### src/design/spi_cfg_defs.svh
// network config register map
// byte addresses on the local config bus, the id constant
// and the position of the read flag in the SPI address byte

`ifndef SPI_CFG_DEFS_SVH
`define SPI_CFG_DEFS_SVH

// MAC address bytes, MAC0 is the most significant
`define CFG_ADDR_MAC0 8'h00
`define CFG_ADDR_MAC1 8'h01
`define CFG_ADDR_MAC2 8'h02
`define CFG_ADDR_MAC3 8'h03
`define CFG_ADDR_MAC4 8'h04
`define CFG_ADDR_MAC5 8'h05

// IP address bytes, IP0 is the most significant
`define CFG_ADDR_IP0 8'h06
`define CFG_ADDR_IP1 8'h07
`define CFG_ADDR_IP2 8'h08
`define CFG_ADDR_IP3 8'h09

// read-only registers
`define CFG_ADDR_ID 8'h0A
`define CFG_ADDR_WCNT 8'h0B

// offsets at or above this read as zero
`define CFG_NUM_REGS 8'h0C

// fixed identification byte
`define CFG_ID_VALUE 8'hA5

// address bit that marks a read transfer
`define CFG_READ_BIT 7

`endif

### src/design/spi_cfg_pkg.sv
// shared types for the SPI network config block
// config bus bundle, opcode and register offset

`include "spi_cfg_defs.svh"

package spi_cfg_pkg;

	// local config bus from the SPI gate to the register file
	// w and r are single-cycle strobes
	// a and d are levels held by the gate shift register
	typedef struct packed {
		// write strobe at end of transfer
		logic w;
		// read strobe after the address byte
		logic r;
		// address byte including the read flag
		logic [7:0] a;
		// data byte, second byte of the transfer
		logic [7:0] d;
	} cfg_bus_t;

	// operation carried in the top address bit
	typedef enum logic {
		OP_WRITE = 1'b0,
		OP_READ = 1'b1
	} cfg_op_e;

	// register offset, address with the read flag stripped
	typedef logic [`CFG_READ_BIT-1:0] cfg_reg_t;

endpackage

### src/design/spi_gate.sv
// SPI slave to local config bus bridge
// oversamples sclk, csb and mosi in the config_clk domain and turns each
// 16-bit transfer (address then data) into read and write strobes
// read data goes back on miso during the second byte

module spi_gate import spi_cfg_pkg::*; (
	input logic config_clk,
	input logic rst,
	// SPI pins, sclk idles high
	input logic sclk,
	input logic csb,
	input logic mosi,
	output logic miso,
	// read data from the register file
	input logic [7:0] rd_data,
	// config bus out
	output cfg_bus_t cfg,
	// registered pin states for bench debug
	output logic [3:0] spi_pins_debug
);

	// pin sync stage
	logic din;
	logic csb_d1;
	logic sclk_d1;
	// one more stage for edge detection
	logic csb_d2;
	logic sclk_d2;

	// {address, data} shifted in MSB first
	logic [15:0] sr;
	logic [4:0] bit_cnt;
	// set once the address byte has moved to the upper half
	logic halfway;

	// transmit shift register for miso
	logic [7:0] sr_tx;

	// strobes and their delayed copies
	logic cfg_w_q;
	logic cfg_r_q;
	logic cfg_r_q1;
	logic active_edge;
	logic active_edge1;
	logic active_edge2;

	// sclk falling edge while selected
	assign active_edge = ~csb_d1 & ~sclk_d1 & sclk_d2;

	always_ff @(posedge config_clk) begin
		if (rst) begin
			din <= 1'b0;
			// idle levels so no false csb edge comes out of reset
			csb_d1 <= 1'b1;
			csb_d2 <= 1'b1;
			sclk_d1 <= 1'b1;
			sclk_d2 <= 1'b1;
			sr <= 16'h0000;
			bit_cnt <= 5'd0;
			halfway <= 1'b0;
			sr_tx <= 8'h00;
			cfg_w_q <= 1'b0;
			cfg_r_q <= 1'b0;
			cfg_r_q1 <= 1'b0;
			active_edge1 <= 1'b0;
			active_edge2 <= 1'b0;
		end else begin
			// first register on the pins
			din <= mosi;
			csb_d1 <= csb;
			sclk_d1 <= sclk;
			// history for edges
			csb_d2 <= csb_d1;
			sclk_d2 <= sclk_d1;

			// take mosi on the active edge
			if (active_edge) begin
				sr <= {sr[14:0], din};
				halfway <= |bit_cnt[4:3];
			end

			// bit counter, falling csb restarts the transfer
			if (csb_d2 & ~csb_d1) begin
				bit_cnt <= 5'd0;
			end else if (active_edge) begin
				bit_cnt <= bit_cnt + 5'd1;
			end

			// delay the edge so miso moves after the master is done sampling
			active_edge1 <= active_edge;
			active_edge2 <= active_edge1;

			// read strobe on the eighth bit, address sits in the low byte
			cfg_r_q <= active_edge & (bit_cnt == 5'd7);
			cfg_r_q1 <= cfg_r_q;

			// load has priority over the delayed shift of the eighth edge
			if (cfg_r_q1) begin
				sr_tx <= rd_data;
			end else if (active_edge2) begin
				sr_tx <= {sr_tx[6:0], 1'b0};
			end

			// write strobe on rising csb
			cfg_w_q <= csb_d1 & ~csb_d2;
		end
	end

	// address moves to the high byte after the ninth bit
	assign cfg.w = cfg_w_q;
	assign cfg.r = cfg_r_q;
	assign cfg.a = halfway ? sr[15:8] : sr[7:0];
	assign cfg.d = sr[7:0];

	// MSB first, about three cycles after the sclk fall
	assign miso = sr_tx[7];

	assign spi_pins_debug = {miso, din, sclk_d1, csb_d1};

endmodule

### src/design/netcfg_regs.sv
// network config register file
// holds the MAC and IP address bytes written over the config bus,
// a fixed id and a count of accepted writes
// read data is a combinational mux on the bus address

`include "spi_cfg_defs.svh"

module netcfg_regs import spi_cfg_pkg::*; (
	input logic config_clk,
	input logic rst,
	// local config bus from the SPI gate
	input cfg_bus_t cfg,
	// byte at the current address
	output logic [7:0] rd_data,
	// MAC0 in bits 47:40
	output logic [47:0] mac_addr,
	// IP0 in bits 31:24
	output logic [31:0] ip_addr,
	// one cycle pulse after an accepted write
	output logic cfg_update
);

	// decoded address
	cfg_op_e op;
	cfg_reg_t reg_off;
	logic [7:0] reg_addr;
	logic in_range;

	// byte lane selects, bit 5 is MAC0 and bit 3 is IP0
	logic [5:0] mac_sel;
	logic [3:0] ip_sel;
	logic wr_en;

	// storage
	logic [47:0] mac_q;
	logic [31:0] ip_q;
	logic [7:0] wcnt;
	logic update_q;

	// split the address byte into opcode and offset
	assign op = cfg_op_e'(cfg.a[`CFG_READ_BIT]);
	assign reg_off = cfg.a[`CFG_READ_BIT-1:0];
	// offset compared against the map with the read flag cleared
	assign reg_addr = {1'b0, reg_off};
	assign in_range = reg_addr < `CFG_NUM_REGS;

	// address decode and read mux
	always_comb begin
		mac_sel = 6'b000000;
		ip_sel = 4'b0000;
		rd_data = 8'h00;
		if (in_range) begin
			case (reg_addr)
				`CFG_ADDR_MAC0: begin
					mac_sel = 6'b100000;
					rd_data = mac_q[47:40];
				end
				`CFG_ADDR_MAC1: begin
					mac_sel = 6'b010000;
					rd_data = mac_q[39:32];
				end
				`CFG_ADDR_MAC2: begin
					mac_sel = 6'b001000;
					rd_data = mac_q[31:24];
				end
				`CFG_ADDR_MAC3: begin
					mac_sel = 6'b000100;
					rd_data = mac_q[23:16];
				end
				`CFG_ADDR_MAC4: begin
					mac_sel = 6'b000010;
					rd_data = mac_q[15:8];
				end
				`CFG_ADDR_MAC5: begin
					mac_sel = 6'b000001;
					rd_data = mac_q[7:0];
				end
				`CFG_ADDR_IP0: begin
					ip_sel = 4'b1000;
					rd_data = ip_q[31:24];
				end
				`CFG_ADDR_IP1: begin
					ip_sel = 4'b0100;
					rd_data = ip_q[23:16];
				end
				`CFG_ADDR_IP2: begin
					ip_sel = 4'b0010;
					rd_data = ip_q[15:8];
				end
				`CFG_ADDR_IP3: begin
					ip_sel = 4'b0001;
					rd_data = ip_q[7:0];
				end
				`CFG_ADDR_ID: rd_data = `CFG_ID_VALUE;
				`CFG_ADDR_WCNT: rd_data = wcnt;
				default: rd_data = 8'h00;
			endcase
		end
	end

	// only MAC and IP bytes accept writes
	// id, count and unmapped offsets drop them uncounted
	assign wr_en = cfg.w & (op == OP_WRITE) & (|{mac_sel, ip_sel});

	always_ff @(posedge config_clk) begin
		if (rst) begin
			mac_q <= 48'h0;
			ip_q <= 32'h0;
			wcnt <= 8'h00;
			update_q <= 1'b0;
		end else begin
			if (wr_en) begin
				for (int i = 0; i < 6; i++) begin
					if (mac_sel[i]) begin
						mac_q[8*i +: 8] <= cfg.d;
					end
				end
				for (int i = 0; i < 4; i++) begin
					if (ip_sel[i]) begin
						ip_q[8*i +: 8] <= cfg.d;
					end
				end
				// wraps at 256
				wcnt <= wcnt + 8'd1;
			end
			// lines up with the new register values
			update_q <= wr_en;
		end
	end

	assign mac_addr = mac_q;
	assign ip_addr = ip_q;
	assign cfg_update = update_q;

endmodule

### src/design/spi_cfg_top.sv
// SPI network config top level
// SPI gate feeding the MAC and IP register file over the local config bus
// pins in, addresses and update pulse out

module spi_cfg_top import spi_cfg_pkg::*; (
	input logic config_clk,
	input logic rst,
	// SPI pins from the microcontroller
	input logic sclk,
	input logic csb,
	input logic mosi,
	output logic miso,
	// configured addresses
	output logic [47:0] mac_addr,
	output logic [31:0] ip_addr,
	// pulses when either address changes
	output logic cfg_update,
	// registered pin states
	output logic [3:0] spi_pins_debug
);

	// config bus between gate and register file
	cfg_bus_t cfg;
	// read data back to the gate
	logic [7:0] rd_data;

	spi_gate u_spi_gate (
		.config_clk(config_clk),
		.rst(rst),
		.sclk(sclk),
		.csb(csb),
		.mosi(mosi),
		.miso(miso),
		.rd_data(rd_data),
		.cfg(cfg),
		.spi_pins_debug(spi_pins_debug)
	);

	netcfg_regs u_netcfg_regs (
		.config_clk(config_clk),
		.rst(rst),
		.cfg(cfg),
		.rd_data(rd_data),
		.mac_addr(mac_addr),
		.ip_addr(ip_addr),
		.cfg_update(cfg_update)
	);

endmodule

### config.mk
export PLATFORM = sky130hd
export DESIGN_NAME = spi_cfg_top
export DESIGN_NICKNAME = d
export VERILOG_FILES = /design/src/design/spi_cfg_pkg.sv /design/src/design/spi_gate.sv /design/src/design/netcfg_regs.sv /design/src/design/spi_cfg_top.sv
export VERILOG_INCLUDE_DIRS = /design/src /design/src/design
export SDC_FILE = /design/constraint.sdc
export NUM_CORES = 1
export LEC_CHECK = 0
export ABC_AREA = 1
export BUFFER_PORTS_ARGS = -buffer_cell sky130_fd_sc_hd__clkbuf_2
export CELL_PAD_IN_SITES_DETAIL_PLACEMENT = 1
export CELL_PAD_IN_SITES_GLOBAL_PLACEMENT = 1
export CORE_UTILIZATION = 41
export DETAILED_ROUTE_END_ITERATION = 10
export PLACE_DENSITY_LB_ADDON = 0.1
export SYNTH_ARGS = -nofsm -noshare
export SYNTH_HDL_FRONTEND = slang
export SYNTH_SLANG_ARGS = --single-unit
### constraint.sdc
create_clock -name config_clk -period 1.99 [get_ports config_clk]
set_clock_uncertainty 0.1 [all_clocks]
set_input_delay 0.398 -clock config_clk [delete_from_list [all_inputs] [get_ports config_clk]]
set_output_delay 0.398 -clock config_clk [all_outputs]
set_load 0.02 [all_outputs]
Word level (Yosys, flattened, before mapping)
Cells that the tools add are included.
{ "word_totals": {"in_bits": 5, "ff_bits": 129, "romBits": 0, "latch_bits": 0, "n_memories": 0, "ramBits": 0} }
{ "classes": {"magnitude_cmp": 1, "reduce_logical": 15, "shift": 0, "multipliers": 0, "bitwise_logic": 11, "n_mux": 9, "div_mod_pow": 0, "n_addsub": 2, "n_eq_ne": 12} }
{ "ops": {"columns": ["cell", "count"], "rows": [
  ["case mux 8 bit (12 select lines)", 1],
  ["case mux 6 bit (6 select lines)", 1],
  ["2-to-1 mux 8 bit", 4],
  ["equality test 7 x 3 -> 1 bit, second input constant", 4],
  ["equality test 7 x 4 -> 1 bit, second input constant", 4],
  ["AND reduction 2 bit", 10],
  ["case mux 4 bit (4 select lines)", 1],
  ["equality test 7 x 2 -> 1 bit, second input constant", 2],
  ["OR reduction 10 bit", 1],
  ["adder 8 x 1 -> 8 bit, second input constant", 1],
  ["zero test 8 bit", 1],
  ["bitwise AND 1 bit", 7],
  ["equality test 7 x 1 -> 1 bit, second input constant", 1],
  ["< comparator 7 x 4 -> 1 bit, second input constant", 1],
  ["2-to-1 mux 6 bit", 1],
  ["adder 5 x 1 -> 5 bit, second input constant", 1],
  ["equality test 5 x 3 -> 1 bit, second input constant", 1],
  ["2-to-1 mux 4 bit", 1],
  ["inverter 1 bit", 4],
  ["OR reduction 2 bit", 2],
  ["nonzero test 2 bit", 1]
]} }

Depth between registers and ports, before layout
Gate-level depths: netlist (run 1).
{ "logic_depth": {"word_depth": 7, "mapped_depth": 15, "depth_no_buf": 13} }

Cells and area by module
A second synthesis (run 1) with hierarchy kept.
{ "hier_totals": {"cells_unflattened": 1088, "hier_area_um2": 6855.3} }
{ "modules_own_cells": {"columns": ["mod", "cells_each", "area_per_inst_um2", "n_inst"], "rows": [
  ["netcfg_regs", 866, 5170.0, 1],
  ["spi_gate", 222, 1685.4, 1]
]} }

Least setup slack after synthesis (run 1)
OpenSTA, ideal clock, no wires.
{ "synth_timing": {"path_type": "reg-to-reg", "startpoint": "reg u_spi_gate.halfway", "endpoint": "reg u_netcfg_regs.mac_q[15] (netlist: u_netcfg_regs.mac_addr[15])", "stages_incl_launch_ff": 14, "setup_slack_ps": 172, "required_ps": 1780, "setup_ps": 110, "arrival_ps": 1608, "period_less_slack_ps": 1818, "n_path_buf": 3, "path_cell_list": "dfxtp_1 > buf_6 > nor2_2 > nand2_1 > nand2_2 > nand3_2 > nor2_4 > nor2_2 > nand3_4 > buf_12 > buf_6 > nand4_1 > nand2_1 > nor2_1"} }
{ "synth_via": {"elab_chain_len": 7, "word_cells_on_any_way": 21, "classes_between": "1 x order compare; 9 x eq/ne; 5 x mux; 3 x bitwise; 3 x reduce/logical"} }
{ "synth_lines": {"columns": ["element", "line", "rtl"], "rows": [
  ["start: declaration", "spi_gate.sv:34", "logic halfway;"],
  ["start signal: assignment", "spi_gate.sv:79", "halfway <= |bit_cnt[4:3];"],
  ["2-to-1 mux 8 bit *", "spi_gate.sv:112", "assign cfg.a = halfway ? sr[15:8] : sr[7:0];"],
  ["equality test 7 x 3 -> 1 bit, or another cell as far along", "netcfg_regs.sv:53", "case (reg_addr)"],
  ["case mux 6 bit (6 select lines) / case mux 4 bit (4 select lines) (equally long branches)", "netcfg_regs.sv:53", null],
  ["2-to-1 mux 6 bit / 2-to-1 mux 4 bit (equally long branches)", "netcfg_regs.sv:52", "if (in_range) begin"],
  ["OR reduction 10 bit", "netcfg_regs.sv:103", "assign wr_en = cfg.w & (op == OP_WRITE) & (|{mac_sel, ip_sel});"],
  ["bitwise AND 1 bit", "netcfg_regs.sv:103", null],
  ["AND reduction 2 bit (no line) *", null, null],
  ["end signal: indexed assignment", "netcfg_regs.sv:115", "mac_q[8*i +: 8] <= cfg.d;"],
  ["end: declaration", "netcfg_regs.sv:35", "logic [47:0] mac_q;"]
]} }
Every way passes the cells marked *; elsewhere a longest branch is shown, timed or not.
A chain may end at the register's enable or synchronous reset.

Worst setup path in the final report (run 1)
{ "layout_timing": {"startpoint": "reg u_spi_gate.halfway", "endpoint": "reg u_netcfg_regs.ip_q[2] (netlist: u_netcfg_regs.ip_addr[2])"} }
{ "layout_via": {"elab_chain_len": 7, "word_cells_on_any_way": 21, "classes_between": "1 x order compare; 9 x eq/ne; 5 x mux; 3 x bitwise; 3 x reduce/logical"} }
{ "layout_lines": {"columns": ["element", "line", "rtl"], "rows": [
  ["2-to-1 mux 8 bit *", "spi_gate.sv:112", null],
  ["equality test 7 x 3 -> 1 bit, or another cell as far along", "netcfg_regs.sv:53", null],
  ["case mux 6 bit (6 select lines) / case mux 4 bit (4 select lines) (equally long branches)", "netcfg_regs.sv:53", null],
  ["2-to-1 mux 6 bit / 2-to-1 mux 4 bit (equally long branches)", "netcfg_regs.sv:52", null],
  ["OR reduction 10 bit", "netcfg_regs.sv:103", null],
  ["bitwise AND 1 bit", "netcfg_regs.sv:103", null],
  ["AND reduction 2 bit (no line) *", null, null],
  ["end signal: indexed assignment", "netcfg_regs.sv:120", "ip_q[8*i +: 8] <= cfg.d;"],
  ["end: declaration", "netcfg_regs.sv:36", "logic [31:0] ip_q;"]
]} }
Marks and branches as above.

==> results of run 1 <==
==> flip-flops by register name, summed over array words and instances, names as in the netlist <==
name / count
u_spi_gate.sr: 16
u_spi_gate.bit_cnt: 5
u_spi_gate.sclk_d2: 1
u_spi_gate.active_edge2: 1
u_netcfg_regs.ip_addr: 32
u_netcfg_regs.mac_addr: 48
u_spi_gate.cfg_r_q: 1
u_spi_gate.csb_d2: 1
u_spi_gate.active_edge1: 1
u_spi_gate.cfg_w_q: 1
u_spi_gate.din: 1
u_spi_gate.sclk_d1: 1
u_spi_gate.sr_tx: 8
u_netcfg_regs.cfg_update: 1
u_spi_gate.halfway: 1
u_spi_gate.csb_d1: 1
u_spi_gate.cfg_r_q1: 1
u_netcfg_regs.wcnt: 8
==> worst max-delay path by stage <==
| stage | startpoint | endpoint | slack (ps) | cells after the start |
|---|---|---|---|---|
| 2_1_floorplan | u_spi_gate.halfway | u_netcfg_regs.mac_addr[15] | 170 | 13 |
| 3_3_place_gp | u_spi_gate.halfway | u_spi_gate.sr_tx[0] | -120 | 11 |
| 3_5_place_dp | u_spi_gate.halfway | u_spi_gate.sr_tx[0] | -220 | 11 |
| 4_1_cts | u_spi_gate.halfway | u_netcfg_regs.mac_addr[8] | -10 | 13 |
| 5_1_grt | u_spi_gate.halfway | u_netcfg_regs.ip_addr[2] | -200 | 11 |
| 6_report | u_spi_gate.halfway | u_netcfg_regs.ip_addr[2] | -120 | 11 |
==> critical path: stages (launching register included) <==
cell	delay (ps)
dfxtp_4	380
inv_6	50
buf_12	130
nand2_4	70
nand2_4	70
o211ai_1	200
buf_4	170
nand3_4	190
bufbuf_16	330
nand4_1	90
nand2_1	70
nor2_1	170
==> cell usage in the layout, fill, tap and decap left out, types with 11 or more instances in the layout <==
master,count
buf_6,11
dfxtp_1,128
clkbuf_2,90
clkbuf_16,20
a21oi_1,22
nor2_4,15
buf_12,16
nand2_4,15
nand2_2,22
inv_1,193
nand2_1,225
nand3_1,88
o21ai_0,34
buf_4,65
nand4_1,89
nor2_1,129
==> cell families (layout without fill, tap and decap cells) <==
family          after synthesis  after routing  synth area share (%)
flops                       129            129                  36.8
compound gates               68             68                  4.98
xor+xnor                      8              8                  1.00
simple gates                621            622                  41.0
buf+inv                     260            418                  15.8
fa+ha+maj                     2              2                 0.357
==> timing repair <==
action / 4_1_cts / 5_1_grt
setup buffers: 5 / 13
gates cloned: 4 / 3
pin swaps: 2 / 28
setup endpoints to repair: 75 / 96
resized for setup: 28 / 82
==> Yosys cell counts <==
master and instances:
a211oi_1 1, or2_2 3, a21oi_2 1, dfxtp_1 129
nor2_4 1, nand2_4 1, buf_12 1, o21ai_0 35
clkbuf_1 21, nor2_2 6, ha_1 2, a21oi_1 30
buf_1 14, nand3_2 4, inv_2 3, buf_4 7
o211ai_1 1, nand4_1 89, nor2_8 1, inv_1 194
buf_2 7, nand2_1 249, nor4_1 1, nor3_1 5
nand3_1 96, nand3_4 6, xor2_1 8, nand2_2 12
nor2_1 147, buf_6 11, clkinv_1 2
==> stage by stage <==
stage	instances	worst slack (ps)	total power, mW	cell area, µm²	hold WS [ps]
final	1467	-122	6.86	9410	49.4
after floorplan	1088	172	3.15	7010	288
after CTS	1452	-10.1	6.72	8940	44.4
after global routing	1467	-197	7.05	9410	51.9
after detailed placement	1411	-219	3.39	8100	296
after global placement	1411	-118	3.37	8100	292
==> area by class of cell <==
cell class / instances / area (µm²)
repair buffers: 187 / 1520
multi-input cells: 700 / 3680
fillers: 2193 / 7230
clock inverters: 8 / 103
flip-flops and latches: 129 / 2590
well taps: 220 / 275
inverters: 199 / 753
clock buffers: 24 / 492
==> routing by layer <==
layer  share of wire, %  track usage [%]  vias to the layer above
met3                5.0             4.87                       69
met5                  0                0                        -
met2                 48             50.0                      252
li1                   -                -                     3718
met4                3.3             12.7                        0
met1                 43             39.8                     3741
==> power by group <==
group / total [mW] / internal, mW / leakage (nW) / switching (mW)
clock network: 3.20 / 1.98 / 0.286 / 1.23
registers: 2.63 / 2.61 / 1.04 / 0.0231
logic: 1.03 / 0.434 / 3.06 / 0.591
==> impl_metrics.json, run 1 <==
{
  "status": "complete, but fails checks",
  "violations": "setup timing",
  "syn_nets": 1095,
  "post_synth.cell_area_avg_um2": 6.44,
  "htree_num_levels": 4,
  "cts_root_buf": "clkbuf_16",
  "hp-class": "primary input to flip-flop",
  "fin_crit_ps": 2110,
  "grt_pass1_wl_mm": 40.9,
  "hpwl_mm": 18.2,
  "path_class": "flip-flop to flip-flop",
  "synth_top_cells_by_area": "dfxtp_1, nand2_1, inv_1",
  "r2r_slack_ps": -120,
  "cts_buffers": 17,
  "worst_pin_slew_ps": 423,
  "period_share_pct": 106,
  "ys_types": 31,
  "rows": 47,
  "cp.arrival_ps": 2360,
  "ys_ff_latch": 129,
  "final.setup.tns_ps": -735,
  "grt_overflow": 0,
  "final_max_slew_viol_count": 0,
  "drtPass1Iterations": 5,
  "maxCapViolations": 0,
  "yosysTopAreaCell": "dfxtp_1",
  "setup_viol": 33,
  "rsz0062_at_grt": "yes",
  "wl_mm": 27.8,
  "antenna_found_initial": 0,
  "grt_start_max_net_pins": 48,
  "viasPerCell": 5.30,
  "r2r_cells": 11,
  "num_io_pins": 91,
  "grt_usage_pct": 30.5,
  "hold_path_end": "u_spi_gate.csb_d1",
  "design.core.area_mm2": 0.0166,
  "area_delta_synth_final_pct": 34.2,
  "utilization_pct": 56.5,
  "drc": 0,
  "die_w_um": 133,
  "setup_slack_ps": -122,
  "netlist.area_leader.share_pct": 36.8,
  "ir_drop_uv": 630,
  "cts_hold_buf": 0,
  "final-hold-violation-count": 0,
  "synthCells": 1088,
  "reg2reg_to": "u_netcfg_regs.ip_addr[2]",
  "antenna-diode-count": 0,
  "initial_core_util_pct": 42.1,
  "yosysSeqAreaShare_pct": 36.8,
  "power_density_mw_per_mm2": 729,
  "leakage_nw": 4.39,
  "clk_pin_slew_ps": 60,
  "final_layout_size_suffix_gt1_share_pct": 25.3,
  "min_from": "csb",
  "start_kind": "flip-flop",
  "cp.required_ps": 2240,
  "fmax_ghz": 0.474,
  "place_congestion": 0.869,
  "relSlewSlack_pct": 71.8,
  "drtIter0Drc": 553,
  "routedWlPerCell_um": 19.0,
  "clkLatencyLatePin_ps": 430,
  "rr_startpoint": "u_spi_gate.halfway",
  "io_buffers": 90,
  "route.vias.total": 7780,
  "yosysWarnings": 0,
  "grt_pass1_vias": 7481,
  "cts_tree": "yes",
  "fin_nets": 1241,
  "die_h_um": 133,
  "end_kind": "flip-flop",
  "ant_nets": 0,
  "die_area_mm2": 0.0176,
  "critPathMaxFanout": 7,
  "clock_sinks": 129,
  "min_path_cells": 2,
  "netlist_area_mm2": 0.00701,
  "cts_buffer_depth": 2
}
Note: power is estimated with default switching activity, not from simulation.
==> run 2: changes to the inputs <==
--- a/config.mk
+++ b/config.mk
@@ -16,3 +16,4 @@
 export SYNTH_ARGS = -nofsm -noshare
 export SYNTH_HDL_FRONTEND = slang
 export SYNTH_SLANG_ARGS = --single-unit
+export TNS_END_PERCENT = 5
==> impl_metrics.json, run 2 (synthesized netlist as in run 1, its figures left out) <==
{
  "status": "complete, but fails checks",
  "violations": "setup timing",
  "reg2reg_to": "u_netcfg_regs.ip_addr[28]",
  "seq_area_mm2": 0.00259,
  "cp_cell_sequence": "inv_4 -> buf_12 -> nand2_2 -> nand2_4 -> nand3_4 -> nor2_4 -> nor2_4 -> buf_4 -> nand3_4 -> buf_6 -> clkbuf_16 -> nand4_1 -> nand2_1 -> nor2_1",
  "drtIter0Drc": 510,
  "num_io_pins": 91,
  "placedCellCount": 1411,
  "initial_core_util_pct": 42.1,
  "antenna_found_initial": 0,
  "r2r_slack_ps": -120,
  "grt_overflow": 0,
  "critPathMaxFanout": 9,
  "ir_drop_uv": 606,
  "io_buffers": 90,
  "largest_reg_flops": 48,
  "critical-path-top-delay-family": "simple AND/OR/NAND/NOR gates",
  "multi_input_area_mm2": 0.00363,
  "utilization_pct": 56.3,
  "power_density_mw_per_mm2": 733,
  "min_from": "csb",
  "start_kind": "flip-flop",
  "hold_path_end": "u_spi_gate.csb_d1",
  "grt_start_max_net_pins": 48,
  "slowest_stage": "dfxtp_4",
  "fmax_ghz": 0.474,
  "grt_pass1_wl_mm": 40.6,
  "mostFrequentLayoutCells": "nand2_1, inv_1, nor2_1, dfxtp_1, nand3_1",
  "ant_nets": 0,
  "cp.arrival_ps": 2340,
  "cts_tree": "yes",
  "min_path_cells": 2,
  "final_layout_size_suffix_gt1_share_pct": 24.3,
  "routedWlPerCell_um": 18.9,
  "rr_startpoint": "u_spi_gate.halfway",
  "path_class": "flip-flop to flip-flop",
  "setup_viol": 69,
  "hold_slack_ps": 51.5,
  "grt_usage_pct": 30.3,
  "end_kind": "flip-flop",
  "critPathMaxStageDelay_ps": 360,
  "rows": 47,
  "htree_num_levels": 4,
  "relSlewSlack_pct": 73.0,
  "fin_crit_ps": 2110,
  "viasPerCell": 5.36,
  "clk_pin_slew_ps": 60,
  "cts_hold_buf": 0,
  "num-fill-cells": 2209,
  "period_share_pct": 106,
  "cts_buffer_depth": 2,
  "clkLatencyLatePin_ps": 430,
  "stdcell_count": 1465,
  "die_w_um": 133,
  "cp.required_ps": 2220,
  "route.vias.total": 7846,
  "worst_pin_slew_ps": 404,
  "wl_mm": 27.7,
  "place_congestion": 0.869,
  "final_max_slew_viol_count": 0,
  "cts_buffers": 17,
  "clock_sinks": 129,
  "leakage_nw": 4.37,
  "design.core.area_mm2": 0.0166,
  "setup_slack_ps": -120,
  "antenna-diode-count": 0,
  "critPathBufInv": 5,
  "die_h_um": 133,
  "final_common_cell": "nand2_1",
  "hpwl_mm": 18.2,
  "grt_pass1_vias": 7420,
  "cts_root_buf": "clkbuf_16",
  "die_area_mm2": 0.0176,
  "rsz0062_at_grt": "yes",
  "drc": 0,
  "maxCapViolations": 0,
  "final-hold-violation-count": 0,
  "area_delta_synth_final_pct": 33.7,
  "fin_nets": 1239,
  "hp-class": "primary input to flip-flop",
  "drtPass1Iterations": 5,
  "r2r_cells": 14
}
==> run 2: cell count changes in the layout (fill, tap and decap cells not counted), sizes merged <==
cell    change
buf         -3
clkbuf      +1
==> run 2: layer usage <==
metal	global-route usage [%]	vias to the layer above	wire [µm]
met5	0	-	0
met4	13.3	0	987
met3	4.83	75	1390
met2	49.5	290	13300
met1	39.4	3776	12000
li1	-	3705	-
==> run 2: cell type report <==
class / count / share of cell area [%]
Inverter: 199 / 8.01
Sequential cell: 129 / 27.6
Clock buffer: 24 / 5.24
Clock inverter: 8 / 1.09
Tap cell: 220 / 2.94
Timing Repair Buffer: 185 / 16.4
Multi-Input combinational cell: 700 / 38.8
==> run 2: how the worst max path moves through the flow <==
| stage | from | end | depth (start not counted) |
|---|---|---|---|
| after floorplan | u_spi_gate.halfway | u_netcfg_regs.mac_addr[15] | 13 |
| after global placement | u_spi_gate.halfway | u_spi_gate.sr_tx[0] | 11 |
| after detailed placement | u_spi_gate.halfway | u_spi_gate.sr_tx[0] | 11 |
| after CTS | u_spi_gate.halfway | u_netcfg_regs.ip_addr[7] | 13 |
| after global routing | u_spi_gate.halfway | u_netcfg_regs.mac_addr[0] | 14 |
| final | u_spi_gate.halfway | u_netcfg_regs.ip_addr[28] | 14 |
==> run 2: where the power goes <==
part	leakage, nW	internal [mW]	total [mW]	switching (mW)
Clock	0.286	1.98	3.20	1.22
Combinational	3.05	0.452	1.04	0.590
Sequential	1.04	2.61	2.63	0.0221
Total	4.37	5.04	6.88	1.84
==> run 2: metrics by stage <==
stage	TNS (ps)	area (µm²)	total power, mW	setup WS (ps)
final	-2400	9380	6.88	-120
after global routing	-12000	9380	7.08	-190
after CTS	-526	8900	6.69	-29.6
after detailed placement	-6280	8100	3.39	-219
after global placement	-2450	8100	3.37	-118
after floorplan	0	7010	3.15	172
==> run 2: timing repair <==
| item | CTS | global route |
|---|---|---|
| endpoints found under the setup margin | 75 | 96 |
| buffers inserted | 4 | 11 |
| pin swaps | 2 | 22 |
| gates cloned | 3 | 4 |
| endpoints found under the hold margin | 0 | 0 |
| gates resized for setup | 25 | 70 |
